===== config.mk =====
export PLATFORM = sky130hd
export DESIGN_NAME = readReorder
export DESIGN_NICKNAME = d
export VERILOG_FILES = /design/src/design/reorderPkg.sv /design/src/design/dualPortRam.sv /design/src/design/reorderScoreboard.sv /design/src/design/requestIssue.sv /design/src/design/responseDeliver.sv /design/src/design/readReorder.sv
export SDC_FILE = /design/constraint.sdc
export NUM_CORES = 1
export LEC_CHECK = 0
export ABC_AREA = 0
export BUFFER_PORTS_ARGS = -buffer_cell sky130_fd_sc_hd__clkbuf_2
export CORE_ASPECT_RATIO = 0.75
export CORE_UTILIZATION = 61
export DETAILED_ROUTE_END_ITERATION = 8
export PLACE_DENSITY = 0.79
export SYNTH_ARGS = -nofsm -noshare
export SYNTH_HDL_FRONTEND = slang
export SYNTH_SLANG_ARGS = --single-unit

===== constraint.sdc =====
create_clock -name clk -period 7.1 [get_ports clk]
set_clock_uncertainty 0.15 [all_clocks]
set_input_delay 0.355 -clock clk [delete_from_list [all_inputs] [get_ports clk]]
set_output_delay 0.355 -clock clk [all_outputs]
set_load 0.03 [all_outputs]

===== src/design/reorderPkg.sv =====
/*
 * Shared sizes, field types and packed transfer structs for the read
 * reorder unit
 */

`default_nettype none

package reorderPkg;

    // Scoreboard depth; one slot stays unused so full and empty differ
    localparam int NUM_ENTRIES = 16;
    localparam int IDX_BITS = $clog2(NUM_ENTRIES);

    // Field widths of the client and memory transfers
    localparam int ADDR_BITS = 32;
    localparam int DATA_BITS = 64;
    localparam int TAG_BITS = 8;

    typedef logic [IDX_BITS-1:0] tIdx;
    typedef logic [ADDR_BITS-1:0] tAddr;
    typedef logic [DATA_BITS-1:0] tData;
    typedef logic [TAG_BITS-1:0] tTag;

    // Client read request as issued by the client
    typedef struct packed {
        tAddr addr;
        tTag tag;
    } tReadReq;

    // Memory request carries the scoreboard slot in place of the client tag
    typedef struct packed {
        tAddr addr;
        tIdx idx;
    } tMemReq;

    // Memory response comes back tagged with the same slot index
    typedef struct packed {
        tIdx idx;
        tData data;
    } tMemRsp;

    // Client response pairs the original tag with the read data
    typedef struct packed {
        tTag tag;
        tData data;
    } tReadRsp;

endpackage

`default_nettype wire


===== src/design/dualPortRam.sv =====
/*
 * Scoreboard storage with one write port and one registered read port
 */

`default_nettype none

module dualPortRam
    import reorderPkg::*;
#(
    // Entry type so one RAM serves both data and tag storage
    parameter type tEntry = tData
)
(
    input  logic  clk,

    // Write port
    input  logic  wrEn,
    input  tIdx   wrAddr,
    input  tEntry wrEntry,

    // Read port with one cycle of latency
    input  tIdx   rdAddr,
    output tEntry rdEntry
);

    // One entry per scoreboard slot
    tEntry mem [NUM_ENTRIES];

    // Writes land at the clock edge
    always_ff @(posedge clk)
    begin
        if (wrEn)
        begin
            mem[wrAddr] <= wrEntry;
        end
    end

    // The read is registered and sees the array contents before any
    // write on the same edge
    always_ff @(posedge clk)
    begin
        rdEntry <= mem[rdAddr];
    end

endmodule

`default_nettype wire


===== src/design/reorderScoreboard.sv =====
/*
 * Slot allocator and out-of-order sorter that hands back data and tag
 * in allocation order
 */

`default_nettype none

module reorderScoreboard
    import reorderPkg::*;
(
    input  logic   clk,
    input  logic   resetb,

    // Allocation side
    // The tag is stored as slot metadata at allocation time
    input  logic   allocEn,
    input  tTag    allocTag,
    output logic   notFull,
    output tIdx    allocIdx,

    // Memory responses arrive in any order and are always accepted
    input  logic   memRspEn,
    input  tMemRsp memRsp,

    // Ordered output side
    input  logic   deqEn,
    output logic   notEmpty,
    output tData   firstData,
    output tTag    firstTag
);

    // Empty when oldest equals newest and full when newest plus one
    // equals oldest
    tIdx newest;
    tIdx oldest;

    // Pointer to the entry that will be oldest after this edge
    tIdx oldestNext;

    // One bit per slot showing that its memory data has arrived
    logic [NUM_ENTRIES-1:0] slotValid;

    assign notFull = ((newest + tIdx'(1)) != oldest);

    // A new request always takes the slot at the newest pointer
    assign allocIdx = newest;

    assign oldestNext = oldest + (deqEn ? tIdx'(1) : tIdx'(0));

    // Advance the newest pointer for each allocation
    always_ff @(posedge clk)
    begin
        if (!resetb)
        begin
            newest <= '0;
        end
        else if (allocEn)
        begin
            newest <= newest + tIdx'(1);
        end
    end

    // Advance the oldest pointer for each dequeue
    always_ff @(posedge clk)
    begin
        if (!resetb)
        begin
            oldest <= '0;
        end
        else
        begin
            oldest <= oldestNext;
        end
    end

    // Data storage is written by memory responses at their own slot
    dualPortRam #(
        .tEntry (tData)
    ) i_dataRam (
        .clk     (clk),
        .wrEn    (memRspEn),
        .wrAddr  (memRsp.idx),
        .wrEntry (memRsp.data),
        .rdAddr  (oldestNext),
        .rdEntry (firstData)
    );

    // Tag storage is written when the slot is allocated
    dualPortRam #(
        .tEntry (tTag)
    ) i_tagRam (
        .clk     (clk),
        .wrEn    (allocEn),
        .wrAddr  (allocIdx),
        .wrEntry (allocTag),
        .rdAddr  (oldestNext),
        .rdEntry (firstTag)
    );

    // Slot valid bits
    always_ff @(posedge clk)
    begin
        if (!resetb)
        begin
            slotValid <= '0;
        end
        else
        begin
            // The dequeued slot becomes free for the next allocation
            if (deqEn)
            begin
                slotValid[oldest] <= 1'b0;
            end

            // Data arrival marks the slot ready for delivery
            if (memRspEn)
            begin
                slotValid[memRsp.idx] <= 1'b1;
            end
        end
    end

    // Registered at the next-oldest pointer so it lines up with the RAM
    // outputs, which read the same address on the same edge
    always_ff @(posedge clk)
    begin
        if (!resetb)
        begin
            notEmpty <= 1'b0;
        end
        else
        begin
            notEmpty <= slotValid[oldestNext];
        end
    end

endmodule

`default_nettype wire


===== src/design/requestIssue.sv =====
/*
 * Input side that accepts client reads, allocates scoreboard slots and
 * issues the registered memory request
 */

`default_nettype none

module requestIssue
    import reorderPkg::*;
(
    input  logic    clk,
    input  logic    resetb,

    // Client request side
    input  logic    reqEn,
    input  tReadReq readReq,
    output logic    reqReady,

    // Slot allocation in the scoreboard
    output logic    allocEn,
    output tTag     allocTag,
    input  logic    notFull,
    input  tIdx     allocIdx,

    // Memory request side, which never stalls
    output logic    memReqEn,
    output tMemReq  memReq
);

    // Requests are accepted whenever a free slot exists
    assign reqReady = notFull;

    // Guard the allocation with notFull so a stray strobe cannot
    // overrun the scoreboard
    assign allocEn = reqEn && notFull;

    // The client tag rides along in the scoreboard as slot metadata
    assign allocTag = readReq.tag;

    // Memory request strobe lasts one cycle per accepted request
    always_ff @(posedge clk)
    begin
        if (!resetb)
        begin
            memReqEn <= 1'b0;
        end
        else
        begin
            memReqEn <= allocEn;
        end
    end

    // The slot index replaces the tag so responses can be sorted
    always_ff @(posedge clk)
    begin
        if (allocEn)
        begin
            memReq.addr <= readReq.addr;
            memReq.idx <= allocIdx;
        end
    end

endmodule

`default_nettype wire


===== src/design/responseDeliver.sv =====
/*
 * Output side that drains the scoreboard into a one-entry client
 * response register held under back-pressure
 */

`default_nettype none

module responseDeliver
    import reorderPkg::*;
(
    input  logic    clk,
    input  logic    resetb,

    // Oldest scoreboard entry
    input  logic    notEmpty,
    input  tData    firstData,
    input  tTag     firstTag,
    output logic    deqEn,

    // Client response side
    input  logic    rspReady,
    output logic    rspValid,
    output tReadRsp readRsp
);

    // Dequeue when the oldest entry is ready and the output register is
    // either empty or handing its response over on this edge
    assign deqEn = notEmpty && (!rspValid || rspReady);

    // Output register occupancy
    always_ff @(posedge clk)
    begin
        if (!resetb)
        begin
            rspValid <= 1'b0;
        end
        else if (deqEn)
        begin
            rspValid <= 1'b1;
        end
        else if (rspReady)
        begin
            // Transfer with nothing behind it empties the register
            rspValid <= 1'b0;
        end
    end

    // Payload only changes on a dequeue, so it holds while stalled
    always_ff @(posedge clk)
    begin
        if (deqEn)
        begin
            readRsp.tag <= firstTag;
            readRsp.data <= firstData;
        end
    end

endmodule

`default_nettype wire


===== src/design/readReorder.sv =====
/*
 * Read-response reorder unit top level
 * Connects the request issuer, the scoreboard and the response deliverer
 */

`default_nettype none

module readReorder
    import reorderPkg::*;
(
    input  logic    clk,
    input  logic    resetb,

    // Client requests
    input  logic    reqEn,
    input  tReadReq readReq,
    output logic    reqReady,

    // Memory requests and out-of-order responses
    output logic    memReqEn,
    output tMemReq  memReq,
    input  logic    memRspEn,
    input  tMemRsp  memRsp,

    // In-order client responses
    input  logic    rspReady,
    output logic    rspValid,
    output tReadRsp readRsp
);

    // Allocation between issuer and scoreboard
    logic allocEn;
    tTag allocTag;
    logic notFull;
    tIdx allocIdx;

    // Ordered drain between scoreboard and deliverer
    logic notEmpty;
    tData firstData;
    tTag firstTag;
    logic deqEn;

    requestIssue i_requestIssue (
        .clk      (clk),
        .resetb   (resetb),
        .reqEn    (reqEn),
        .readReq  (readReq),
        .reqReady (reqReady),
        .allocEn  (allocEn),
        .allocTag (allocTag),
        .notFull  (notFull),
        .allocIdx (allocIdx),
        .memReqEn (memReqEn),
        .memReq   (memReq)
    );

    reorderScoreboard i_reorderScoreboard (
        .clk       (clk),
        .resetb    (resetb),
        .allocEn   (allocEn),
        .allocTag  (allocTag),
        .notFull   (notFull),
        .allocIdx  (allocIdx),
        .memRspEn  (memRspEn),
        .memRsp    (memRsp),
        .deqEn     (deqEn),
        .notEmpty  (notEmpty),
        .firstData (firstData),
        .firstTag  (firstTag)
    );

    responseDeliver i_responseDeliver (
        .clk       (clk),
        .resetb    (resetb),
        .notEmpty  (notEmpty),
        .firstData (firstData),
        .firstTag  (firstTag),
        .deqEn     (deqEn),
        .rspReady  (rspReady),
        .rspValid  (rspValid),
        .readRsp   (readRsp)
    );

endmodule

`default_nettype wire


==> out/metrics.yaml, run 1 <==
status:
  status: "finished clean"
synthesis:
  synth_edf_count: 1260
  synthFlopType: "edfxtp_1"
  avgSynthCellArea_um2: 25.17
  synth_seq_cells: 1359
  syn_area_um2: 49520
  syn_nets: 2086
  ys.warnings.count: 0
  syn_inst: 1967
  synthArstFlopShare_pct: 0
  ys_seq_area_share_pct: 80.41
  synth_cell_types: 40
power_and_ir_drop:
  p_seq_share_pct: 55.8
  powerDensity_nw_per_um2: 283.1
  p_switching_mw: 3.334
  switching_share_pct: 20.65
  power_mw: 16.15
  p_comb_share_pct: 3.6
  irDropWorstVdd_mv: 0.2211
  p_clk_share_pct: 40.6
  leakage_nw: 18.20
  internal_power_mw: 12.81
die:
  die_area_um2: 82330
  core-area_um2: 80400
  fp.dieH_um: 248.7
  io_pins: 224
  num_rows: 90
  start_util_pct: 61.59
  die_width_um: 331.0
sta:
  fin_ws_ns: 2.957
  fmax_mhz: 241.4
  finalHoldViolCount: 0
  min_period_over_period_pct: 58.35
  setup_violations: 0
  tns_ns: 0
  rsz0062_at_grt: "false"
  period_minus_slack_ns: 4.143
  slew_viol_final: 0
  relSlewSlack_pct: 11.09
  tightestPinTransition_ns: 1.330
finish:
  final_area_um2: 57030
  fin_util_pct: 70.93
  multi_input_area_um2: 9266
  drive_above_1_share_pct: 33.95
  nets: 2489
  n_fill_cell: 4463
  syn_to_final_growth_pct: 15.17
  seq_area_um2: 39820
global_routing:
  grt_pass1_wl_mm: 163.4
  gr-total-overflow: 0
  grt_max_degree: 116
  grt_usage_pct: 28.13
  antenna_found_initial: 10
  grt_pass1_vias: 24180
clock_network:
  cts_root_buf: "clkbuf_16"
  cts_tree: "done"
  worstSkewPairLatency_ns: 0.70
  cts.path.max_buffers: 3
  numClockSinks: 1359
  cts.htree.levels: 3
  clk_pin_slew_ns: 0.07
  cts_made_buffers: 118
  postCtsSetupBuffers: 0
drt:
  drt_iter0_markers: 2997
  drt-pass1-iter-count: 5
  viasPerCell: 6.502
  drc: 0
  avgRoutedWirePerCell_um: 31.91
  vias: 23030
  drt-total-wl_mm: 113.0
  antenna_left: 0
setup_path:
  arrival_ns: 4.31
  cp.required_ns: 7.27
  path_class: "flip-flop to flip-flop"
  worst_setup_path_start_kind: "flip-flop"
  cp-end-kind: "flip-flop"
  r2r_cells: 7
  crit_fanout: 44
placed_design:
  gp_congestion: 0.7813
  place_ws_ns: 3.063
  portBuffers: 223
  dp_hpwl_mm: 53.70
  placed_cell_area_um2: 51950
worst_hold_path:
  hold_depth: 4
  hold_path_class: "input port to flip-flop"
job:
  drv_cap: 0
[what timing repair did]
action / CTS / global route
gates resized for setup: 0 / 0
hold buffers: 110 / 0
hold endpoints to repair: 1188 / 0
[state kept, by name, summed over array words and instances (netlist names)]
signal and count:
i_reorderScoreboard.allocIdx 4, i_reorderScoreboard.i_dataRam.mem 1024, i_reorderScoreboard.i_dataRam.rdEntry 64, i_reorderScoreboard.i_tagRam.mem 128
i_reorderScoreboard.i_tagRam.rdEntry 8, i_reorderScoreboard.notEmpty 1, i_reorderScoreboard.oldest 4, i_reorderScoreboard.slotValid 16
i_requestIssue.memReq 36, i_requestIssue.memReqEn 1, i_responseDeliver.readRsp 72, i_responseDeliver.rspValid 1
[path summary, 6_finish.rpt]
kind	from	slack, ns	end
max reg2reg	i_reorderScoreboard.allocIdx[0]$_SDFFE_PN0P_	2.96	i_reorderScoreboard.i_tagRam.mem[11][1]$_DFFE_PP_
max	i_reorderScoreboard.allocIdx[0]$_SDFFE_PN0P_	2.96	i_reorderScoreboard.i_tagRam.mem[11][1]$_DFFE_PP_
min reg2reg	i_reorderScoreboard.i_dataRam.rdEntry[6]$_DFF_P_	0.25	i_responseDeliver.readRsp[6]$_DFFE_PP_
min	memRsp[67]	0.03	i_reorderScoreboard.slotValid[1]$_SDFF_PN0_
[worst max-delay path, cell delays in order, from the launching register on]
cell      delay, ns
dfxtp_1        0.48
inv_1          0.15
ha_1           0.35
xor2_1         0.19
nor3_2         0.10
a21boi_4       1.03
nand2_1        0.43
nor2_1         0.87
[kinds of logic after synthesis]
kind of cell,Yosys count,synth area share [%]
DFF,1359,80.41
muxes,366,16.52
buffers and inverters,98,1.177
and+or+nand+nor,86,0.8818
AOI/OAI and AO/OA,42,0.6519
xor gates and xnor gates,10,0.2072
adders and majority gates,6,0.1516
[final cells by class]
type	count	share of cell area, %
antenna	10	0.04388
clock buffer	158	5.722
clock inverter	66	1.218
inverter	8	0.06362
multi-input combinational	510	16.25
sequential	1359	69.82
tap	1058	2.321
timing repair buffer	373	4.568
[through the flow]
step	hold WS, ns	cells
final	0.03431	3542
after global routing	0.08047	3538
after CTS	0.006934	3532
after detailed placement	0.2387	3198
after global placement	0.2368	3198
after floorplan	0.2355	1967
[synthesized netlist by cell type (6+ instances only)]
library cell  count  area share, %
nor3_1            8          0.081
nor2_1           27           0.20
mux4_2          361             16
dfxtp_1          99            4.0
nand2_1          15           0.11
clkbuf_1         36           0.27
buf_6            24           0.55
buf_2            28           0.28
xnor2_1           6           0.11
edfxtp_1       1260             76
inv_1             8          0.061
ha_1              6           0.15
nand2b_1          9           0.11
o21a_1           22           0.33
[layout by cell type, fill, tap and decap left out, drive strengths merged]
| master | n |
|---|---|
| a21oi | 1 |
| or3b | 1 |
| dfxtp | 99 |
| o41a | 4 |
| nand4 | 1 |
| clkbuf | 381 |
| xor3 | 1 |
| xor2 | 3 |
| nor3 | 9 |
| o211ai | 1 |
| mux4 | 361 |
| o21ai | 4 |
| a31oi | 1 |
| nor2 | 28 |
| dlygate4sd3 | 110 |
| o21a | 22 |
| mux2i | 5 |
| buf | 40 |
| inv | 8 |
| bufinv | 11 |
| or3 | 2 |
| or2 | 2 |
| a22o | 1 |
| o41ai | 1 |
| clkinvlp | 9 |
| nor3b | 2 |
| and2 | 5 |
| nand3 | 4 |
| diode | 10 |
| edfxtp | 1260 |
| nand2 | 15 |
| nor2b | 5 |
| xnor2 | 6 |
| nand2b | 9 |
| clkinv | 46 |
| a21boi | 7 |
| and3 | 3 |
| ha | 6 |
[routing by layer]
layer | wire (µm) | up-vias | GRT usage, %
met2 | 57850 | 1439 | 46.36
met1 | 41270 | 12140 | 38.50
met5 | 37 | - | 0
met3 | 10660 | 220 | 5.670
li1 | - | 9221 | -
met4 | 3189 | 6 | 8.742
[power by group through the flow]
stage / Clock [mW] / Sequential (mW) / Combinational (mW)
global route: 6.89 / 9.02 / 0.617
finish: 6.55 / 9.01 / 0.587
CTS: 6.60 / 9.01 / 0.584
global placement: 0 / 9.16 / 0.497
floorplan: 0 / 9.21 / 0.242
detailed placement: 0 / 9.18 / 0.521
Note: power is estimated with default switching activity, not from simulation.
==> inputs of run 2 (changes only) <==
==> constraint.sdc (replaced) <==
create_clock -name clk -period 4.3 [get_ports clk]
set_clock_uncertainty 0.15 [all_clocks]
set_input_delay 0.215 -clock clk [delete_from_list [all_inputs] [get_ports clk]]
set_output_delay 0.215 -clock clk [all_outputs]
set_load 0.03 [all_outputs]
==> run 2 against run 1 <==
  * Critical path depth rose by 1
  * Global-route usage rose by 0.81 points
  * Fmax rose by 23%
  * Largest power group unchanged
  * Wire length rose by 2.6%
  * First-iteration DRC count rose by 4.5%
  * Utilization rose by 0.41 points
  * Sequential share of layout area fell by 0.41 points
  * Cell area rose by 0.58%
  * Via count rose by 2.4%
  * Critical path type unchanged
  * Combinational power rose by 70%
==> out/metrics.yaml, run 2 (same netlist as run 1, synthesis figures left out) <==
clock_network:
  cts_made_buffers: 119  # +0.85%
  cts.path.max_buffers: 3  # unchanged
  numClockSinks: 1359  # unchanged
  cts_tree: "done"
  hold_buffers: 117  # +6.4%
  cts_root_buf: "clkbuf_16"
  clk_pin_slew_ns: 0.07  # about the same
  postCtsSetupBuffers: 0  # unchanged
  cts_resized: 0  # unchanged
  worstSkewPairLatency_ns: 0.71  # about the same
  cts.htree.levels: 3  # unchanged
finish:
  reg_top3: "i_reorderScoreboard.i_dataRam.mem x1024, i_reorderScoreboard.i_tagRam.mem x128, i_responseDeliver.readRsp x72"
  syn_to_final_growth_pct: 15.85
  top_register: "i_reorderScoreboard.i_dataRam.mem"
  drive_above_1_share_pct: 33.88  # -0.072 points
  final_common_cell: "edfxtp_1"
  final_area_um2: 57370  # +0.58%
  nets: 2512  # +0.92%
  n_fill_cell: 4356  # -2.4%
  final_cells: 3559  # +0.48%
  layout_common_cells: "1260 x edfxtp_1, 361 x mux4_2, 223 x clkbuf_2"
  largest_reg_flops: 1024  # unchanged
drt:
  viasPerCell: 6.624  # +1.9%
  drt-total-wl_mm: 116.0  # +2.6%
  drt_iter0_markers: 3133  # +4.5%
  vias: 23580  # +2.4%
  drc: 0  # unchanged
  antenna_left: 0  # unchanged
  drt-pass1-iter-count: 6  # +1
  avgRoutedWirePerCell_um: 32.59  # +2.1%
sta:
  min_period_over_period_pct: 78.33  # +20 points
  rsz0062_at_grt: "false"
  tightestPinTransition_ns: 1.081  # -0.2494 ns
  whs_ns: 0.06953  # +0.03523 ns
  slew_viol_final: 0  # unchanged
  tns_ns: 0  # unchanged
  fmax_mhz: 296.9  # +23%
  setup_violations: 0  # unchanged
  relSlewSlack_pct: 27.68  # +17 points
  period_minus_slack_ns: 3.368  # -0.7744 ns
  finalHoldViolCount: 0  # unchanged
setup_path:
  crit_fanout: 131  # +200%
  cp-end-kind: "flip-flop"
  arrival_ns: 3.79  # -0.52 ns
  path_class: "flip-flop to flip-flop"
  cp.required_ns: 4.72  # -2.55 ns
  worst_setup_path_start_kind: "flip-flop"
die:
  die_area_um2: 82330  # unchanged
  core-area_um2: 80400  # unchanged
  io_pins: 224  # unchanged
  fp.dieH_um: 248.7  # unchanged
  die_width_um: 331.0  # unchanged
  start_util_pct: 61.59  # unchanged
  num_rows: 90  # unchanged
global_routing:
  grt_max_degree: 132  # +14%
  grt_pass1_vias: 24910  # +3.0%
  grt_pass1_wl_mm: 168.6  # +3.2%
  antenna_found_initial: 7  # -3
  grt_usage_pct: 28.94  # +0.81 points
  gr-total-overflow: 0  # unchanged
power_and_ir_drop:
  powerDensity_nw_per_um2: 464.4  # +64%
  irDropWorstVdd_mv: 0.3562  # +61%
  leakage_nw: 18.34  # +0.78%
worst_hold_path:
  hold_path_class: "input port to flip-flop"
placed_design:
  placed_cell_area_um2: 52290  # +0.66%
  dp.cells: 3213  # +0.47%
  gp_congestion: 0.7532  # -3.6%
  portBuffers: 223  # unchanged
  dp_hpwl_mm: 55.05  # +2.5%
status:
  status: "finished clean"
job:
  drv_cap: 0  # unchanged
[run 2: cell count changes in the layout (fill, tap and decap cells not counted), moves of 3 or more]
| cell | before | now |
|---|---|---|
| buf_12 | 7 | 24 |
| clkbuf_8 | 16 | 4 |
| clkbuf_1 | 24 | 31 |
| dlygate4sd3_1 | 110 | 117 |
| diode_2 | 10 | 4 |
| clkinv_1 | 12 | 15 |
| nor3_2 | 4 | 1 |
| nor3_4 | 0 | 3 |
[run 2: power breakdown]
| part | leakage [nW] | switching [mW] | internal [mW] |
|---|---|---|---|
| clock network | 1.90 | 4.80 | 5.95 |
| logic | 4.22 | 0.611 | 0.388 |
| registers | 12.2 | 0.117 | 14.8 |
| total | 18.3 | 5.53 | 21.1 |
[run 2: stage by stage]
| step | worst slack, ns | util, % | total power [mW] |
|---|---|---|---|
| final | 0.9318 | 71.35 | 26.64 |
| after global placement | 1.046 | 65.04 | 15.95 |
| after CTS | 1.006 | 71.34 | 26.67 |
| after detailed placement | 0.9642 | 65.04 | 16.02 |
| after floorplan | 0.4047 | - | 15.61 |
| after global routing | 0.8157 | 71.34 | 27.24 |
[run 2: final cells by class]
class / count / area [µm²] / area share, %
sequential: 1359 / 39820 / 69.41
multi-input combinational: 510 / 9285 / 16.19
clock buffer: 155 / 3174 / 5.533
timing repair buffer: 395 / 3000 / 5.230
tap: 1058 / 1324 / 2.308
clock inverter: 70 / 716.9 / 1.250
inverter: 8 / 36.28 / 0.06325
antenna: 4 / 10.01 / 0.01745
[run 2: final timing paths]
check                                                       to                                         startpoint  slack, ns  cells after the start
max          i_reorderScoreboard.i_dataRam.rdEntry[10]$_DFF_P_            i_responseDeliver.rspValid$_SDFFE_PN0P_       0.93                      8
min                        i_requestIssue.memReq[13]$_DFFE_PP_                                        readReq[17]       0.07                      2
max reg2reg  i_reorderScoreboard.i_dataRam.rdEntry[10]$_DFF_P_            i_responseDeliver.rspValid$_SDFFE_PN0P_       0.93                      8
min reg2reg            i_responseDeliver.readRsp[22]$_DFFE_PP_  i_reorderScoreboard.i_dataRam.rdEntry[22]$_DFF_P_       0.25                      0
[run 2: metal layers]
layer  wire [µm]  share of wire [%]  GRT usage (%)
met1       41860                 36          39.36
met3       10710                9.2          5.558
met5          39              0.034              0
met2       60080                 52          48.42
met4        3286                2.8          8.375
[run 2: critical path, stage by stage, from the launching register on]
cell and delay, ns:
dfxtp_1 0.33, nand2b_1 0.11, nand2_1 0.29, inv_1 0.13, ha_4 0.19, ha_4 0.32, buf_12 0.53, mux4_2 0.47
mux4_2 0.48
==> inputs of run 3 (changes only) <==
--- a/config.mk
+++ b/config.mk
@@ -5,7 +5,7 @@
 export SDC_FILE = /design/constraint.sdc
 export NUM_CORES = 1
 export LEC_CHECK = 0
-export ABC_AREA = 0
+export ABC_AREA = 1
 export BUFFER_PORTS_ARGS = -buffer_cell sky130_fd_sc_hd__clkbuf_2
 export CORE_ASPECT_RATIO = 0.75
 export CORE_UTILIZATION = 61
==> constraint.sdc (replaced) <==
create_clock -name clk -period 3.3 [get_ports clk]
set_clock_uncertainty 0.15 [all_clocks]
set_input_delay 0.165 -clock clk [delete_from_list [all_inputs] [get_ports clk]]
set_output_delay 0.165 -clock clk [all_outputs]
set_load 0.03 [all_outputs]
==> run 3 against run 2 <==
  * Final cell count rose by 43%
  * Clock power rose by 31%
  * Utilization fell by 0.13 points
  * Setup slack got worse by 0.62 ns
  * Register-to-register slack got worse by 0.62 ns
  * Combinational power rose to 6.1 times the previous value
  * Total power rose by 52%
  * Largest power group unchanged
  * Cell area rose by 4.6%
  * Sequential share of layout area fell by 3.1 points
  * Sequential power rose by 35%
==> out/metrics.yaml, run 3 <==
synthesis:
  synth_cell_types: 27  # -33%
  synth_most_common_cell: "edfxtp_1"
  synthFlopType: "edfxtp_1"
  yosysTopAreaCellShare_pct: 72.59  # -3.8 points
  synth_seq_cells: 1359  # unchanged
  yosysTopAreaCell: "edfxtp_1"
  ys_seq_area_share_pct: 76.39  # -4.0 points
  synthArstFlopShare_pct: 0  # unchanged
  avgSynthCellArea_um2: 14.87  # -41%
  synth_edf_count: 1260  # unchanged
  syn_inst: 3506  # +78%
  syn_area_um2: 52130  # +5.3%
  ys.warnings.count: 0  # unchanged
  synth_common_cells: "1260 x edfxtp_1, 476 x o21ai_0, 345 x inv_1"
  yosys-top-cells-area: "edfxtp_1 73%, mux2i_1 5.5%, o21ai_0 4.6%"
  syn_nets: 3625  # +74%
worst_hold_path:
  hold_start: "readReq[13]"
  hold_path_class: "input port to flip-flop"
  hold_depth: 2  # unchanged
  min_to: "i_requestIssue.memReq[9]$_DFFE_PP_"
sta:
  setup_violations: 0  # unchanged
  finalHoldViolCount: 0  # unchanged
  whs_ns: 0.04658  # -0.02295 ns
  min_period_over_period_pct: 90.67  # +12 points
  fin_ws_ns: 0.3080  # -0.6238 ns
  rsz0062_at_grt: "false"
  tightestPinTransition_ns: 0.9136  # -0.1672 ns
  fmax_mhz: 334.2  # +13%
  period_minus_slack_ns: 2.992  # -0.3762 ns
  slew_viol_final: 0  # unchanged
  relSlewSlack_pct: 38.95  # +11 points
die:
  die_area_um2: 86640  # +5.2%
  core-area_um2: 84260  # +4.8%
  start_util_pct: 61.86  # +0.27 points
  num_rows: 92  # +2.2%
  fp.dieH_um: 255.2  # +2.6%
  io_pins: 224  # unchanged
  die_width_um: 339.5  # +2.6%
setup_path:
  r2r-start: "i_reorderScoreboard.allocIdx[0]$_SDFFE_PN0P_"
  r2r_setup_slack_ns: 0.31  # -0.62 ns
  slowest_delay_ns: 0.64  # +0.11 ns
  cp.required_ns: 3.47  # -1.25 ns
  r2r-end: "i_reorderScoreboard.i_tagRam.mem[13][6]$_DFFE_PP_"
  crit_fanout: 8  # -94%
  cp-end-kind: "flip-flop"
  arrival_ns: 3.16  # -0.63 ns
  path_class: "flip-flop to flip-flop"
  worst-path-buf-inv: 2  # unchanged
  crit_slowest_cell: "nor2_1"
  r2r_cells: 10  # +2
  cpMostUsedCell: "nand2_1"
  cpLargestDelayFamily: "simple AND/OR/NAND/NOR gates"
  path_cells: "inv_1 > ha_1 > xnor2_1 > nand2_1 > a21oi_1 > nand2_1 > nand2_1 > inv_1 > nand2_1 > nor2_1"
  worst_setup_path_start_kind: "flip-flop"
global_routing:
  grt_max_degree: 95  # -28%
  grt_usage_pct: 27.56  # -1.4 points
  antenna_found_initial: 5  # -2
  gr-total-overflow: 0  # unchanged
  grt_pass1_vias: 29880  # +20%
  grt_pass1_wl_mm: 179.1  # +6.2%
finish:
  seq_area_um2: 39820  # unchanged
  reg_top3: "i_reorderScoreboard.i_dataRam.mem x1024, i_reorderScoreboard.i_tagRam.mem x128, i_responseDeliver.readRsp x72"
  largest_reg_flops: 1024  # unchanged
  top_register: "i_reorderScoreboard.i_dataRam.mem"
  layout_common_cells: "1260 x edfxtp_1, 476 x o21ai_0, 344 x inv_1"
  n_fill_cell: 5207  # +20%
  final_common_cell: "edfxtp_1"
  syn_to_final_growth_pct: 15.11
  final_area_um2: 60010  # +4.6%
  nets: 3959  # +58%
  multi_input_area_um2: 9902  # +6.6%
  fin_util_pct: 71.21  # -0.13 points
  drive_above_1_share_pct: 13.39  # -20 points
  final_cells: 5074  # +43%
drt:
  viasPerCell: 6.056  # -8.6%
  antenna_left: 0  # unchanged
  vias: 30730  # +30%
  drt_iter0_markers: 3571  # +14%
  avgRoutedWirePerCell_um: 23.60  # -28%
  drt-pass1-iter-count: 6  # unchanged
  drt-total-wl_mm: 119.8  # +3.3%
  drc: 0  # unchanged
clock_network:
  cts.path.max_buffers: 3  # unchanged
  cts_tree: "done"
  cts_made_buffers: 120  # +0.84%
  clk_pin_slew_ns: 0.06  # about the same
  numClockSinks: 1359  # unchanged
  worstSkewPairLatency_ns: 0.71  # about the same
  cts.htree.levels: 3  # unchanged
  cts_resized: 0  # unchanged
  cts_root_buf: "clkbuf_16"
  postCtsSetupBuffers: 0  # unchanged
job:
  drv_cap: 0  # unchanged
placed_design:
  place_ws_ns: 0.3917  # -0.5726 ns
  dp.cells: 4737  # +47%
  dp_hpwl_mm: 61.66  # +12%
  placed_cell_area_um2: 54870  # +4.9%
  gp_congestion: 0.8315  # +10%
  portBuffers: 223  # unchanged
power_and_ir_drop:
  leakage_nw: 20.37  # +11%
  irDropWorstVdd_mv: 0.5962  # +67%
  powerDensity_nw_per_um2: 672.6  # +45%
status:
  status: "finished clean"
## run 3: cell types whose count changed in the layout (fill, tap and decap cells not counted), moves of 22 or more
cell      previous run  this run
nand3_1              4       117
a21oi_1              1       311
o21ai_1              0        35
mux2i_1              5       288
o21a_1              22         0
o211ai_1             1       182
inv_1                4       344
o21ai_0              4       476
mux4_2             361         0
nand2_1             15        59
nor2_1              17        85
buf_12              24        50
## run 3: through the flow
stage	TNS (ns)	power, mW
5_1_grt	0	41.71
3_5_place_dp	0	26.28
3_3_place_gp	0	26.10
4_1_cts	0	40.44
2_1_floorplan	-489.95	24.87
6_report	0	40.36
## run 3: power breakdown
part           switching (mW)  internal (mW)
registers               0.353           19.7
clock network            6.09           8.11
logic                    3.78           2.29
## run 3: logic make-up after synthesis
kind of cell	count (synthesis)	share of synthesized area, %
adders and majority gates	6	0.1440
AOI/OAI and AO/OA	1009	10.57
xor gates and xnor gates	5	0.1128
DFF	1359	76.39
buffers and inverters	558	4.937
and+or+nand+nor	281	2.314
muxes	288	5.530
## run 3: metal layers
layer  part of all wire [%]  wire, µm  global-route usage, %  vias to the layer above
li1                       -         -                      -                    13700
met5                  0.023        27                      0                        -
met4                    2.7      3259                  8.996                        4
met1                     40     47810                  38.02                    15170
met2                     48     57410                  45.10                     1607
met3                    9.4     11260                  4.976                      252
## run 3: worst max path at each step
stage,from,endpoint,depth (start not counted)
5_1_grt,i_reorderScoreboard.allocIdx[0]$_SDFFE_PN0P_,i_reorderScoreboard.i_tagRam.mem[14][0]$_DFFE_PP_,10
4_1_cts,i_reorderScoreboard.allocIdx[0]$_SDFFE_PN0P_,i_reorderScoreboard.i_tagRam.mem[14][0]$_DFFE_PP_,10
3_5_place_dp,i_reorderScoreboard.allocIdx[0]$_SDFFE_PN0P_,i_reorderScoreboard.i_tagRam.mem[14][4]$_DFFE_PP_,10
3_3_place_gp,i_reorderScoreboard.allocIdx[0]$_SDFFE_PN0P_,i_reorderScoreboard.i_tagRam.mem[10][2]$_DFFE_PP_,10
6_report,i_reorderScoreboard.allocIdx[0]$_SDFFE_PN0P_,i_reorderScoreboard.i_tagRam.mem[13][6]$_DFFE_PP_,10
2_1_floorplan,memRspEn,i_reorderScoreboard.i_dataRam.mem[11][0]$_DFFE_PP_,4
## run 3: cell type report
type	instances	area share, %
sequential	1359	66.36
tap	1128	2.352
timing repair buffer	422	5.847
clock buffer	166	5.718
inverter	348	2.204
antenna	2	0.008341
clock inverter	60	1.011
multi-input combinational	1589	16.50
## run 3: worst register-to-register path, delay by kind of cell, from the launching register on
| family | cells | cell delay (ns) |
|---|---|---|
| AOI/OAI and AO/OA | 1 | 0.04 |
| xor gates and xnor gates | 1 | 0.14 |
| adders and majority gates | 1 | 0.35 |
| buffers and inverters | 2 | 0.32 |
| DFF | 1 | 0.45 |
| and+or+nand+nor | 5 | 1.17 |
## run 3: what timing repair did
item                                    in CTS  in global routing
hold endpoints to repair                  1204                  0
hold buffers                               109                  0
endpoints found under the setup margin       0                  0
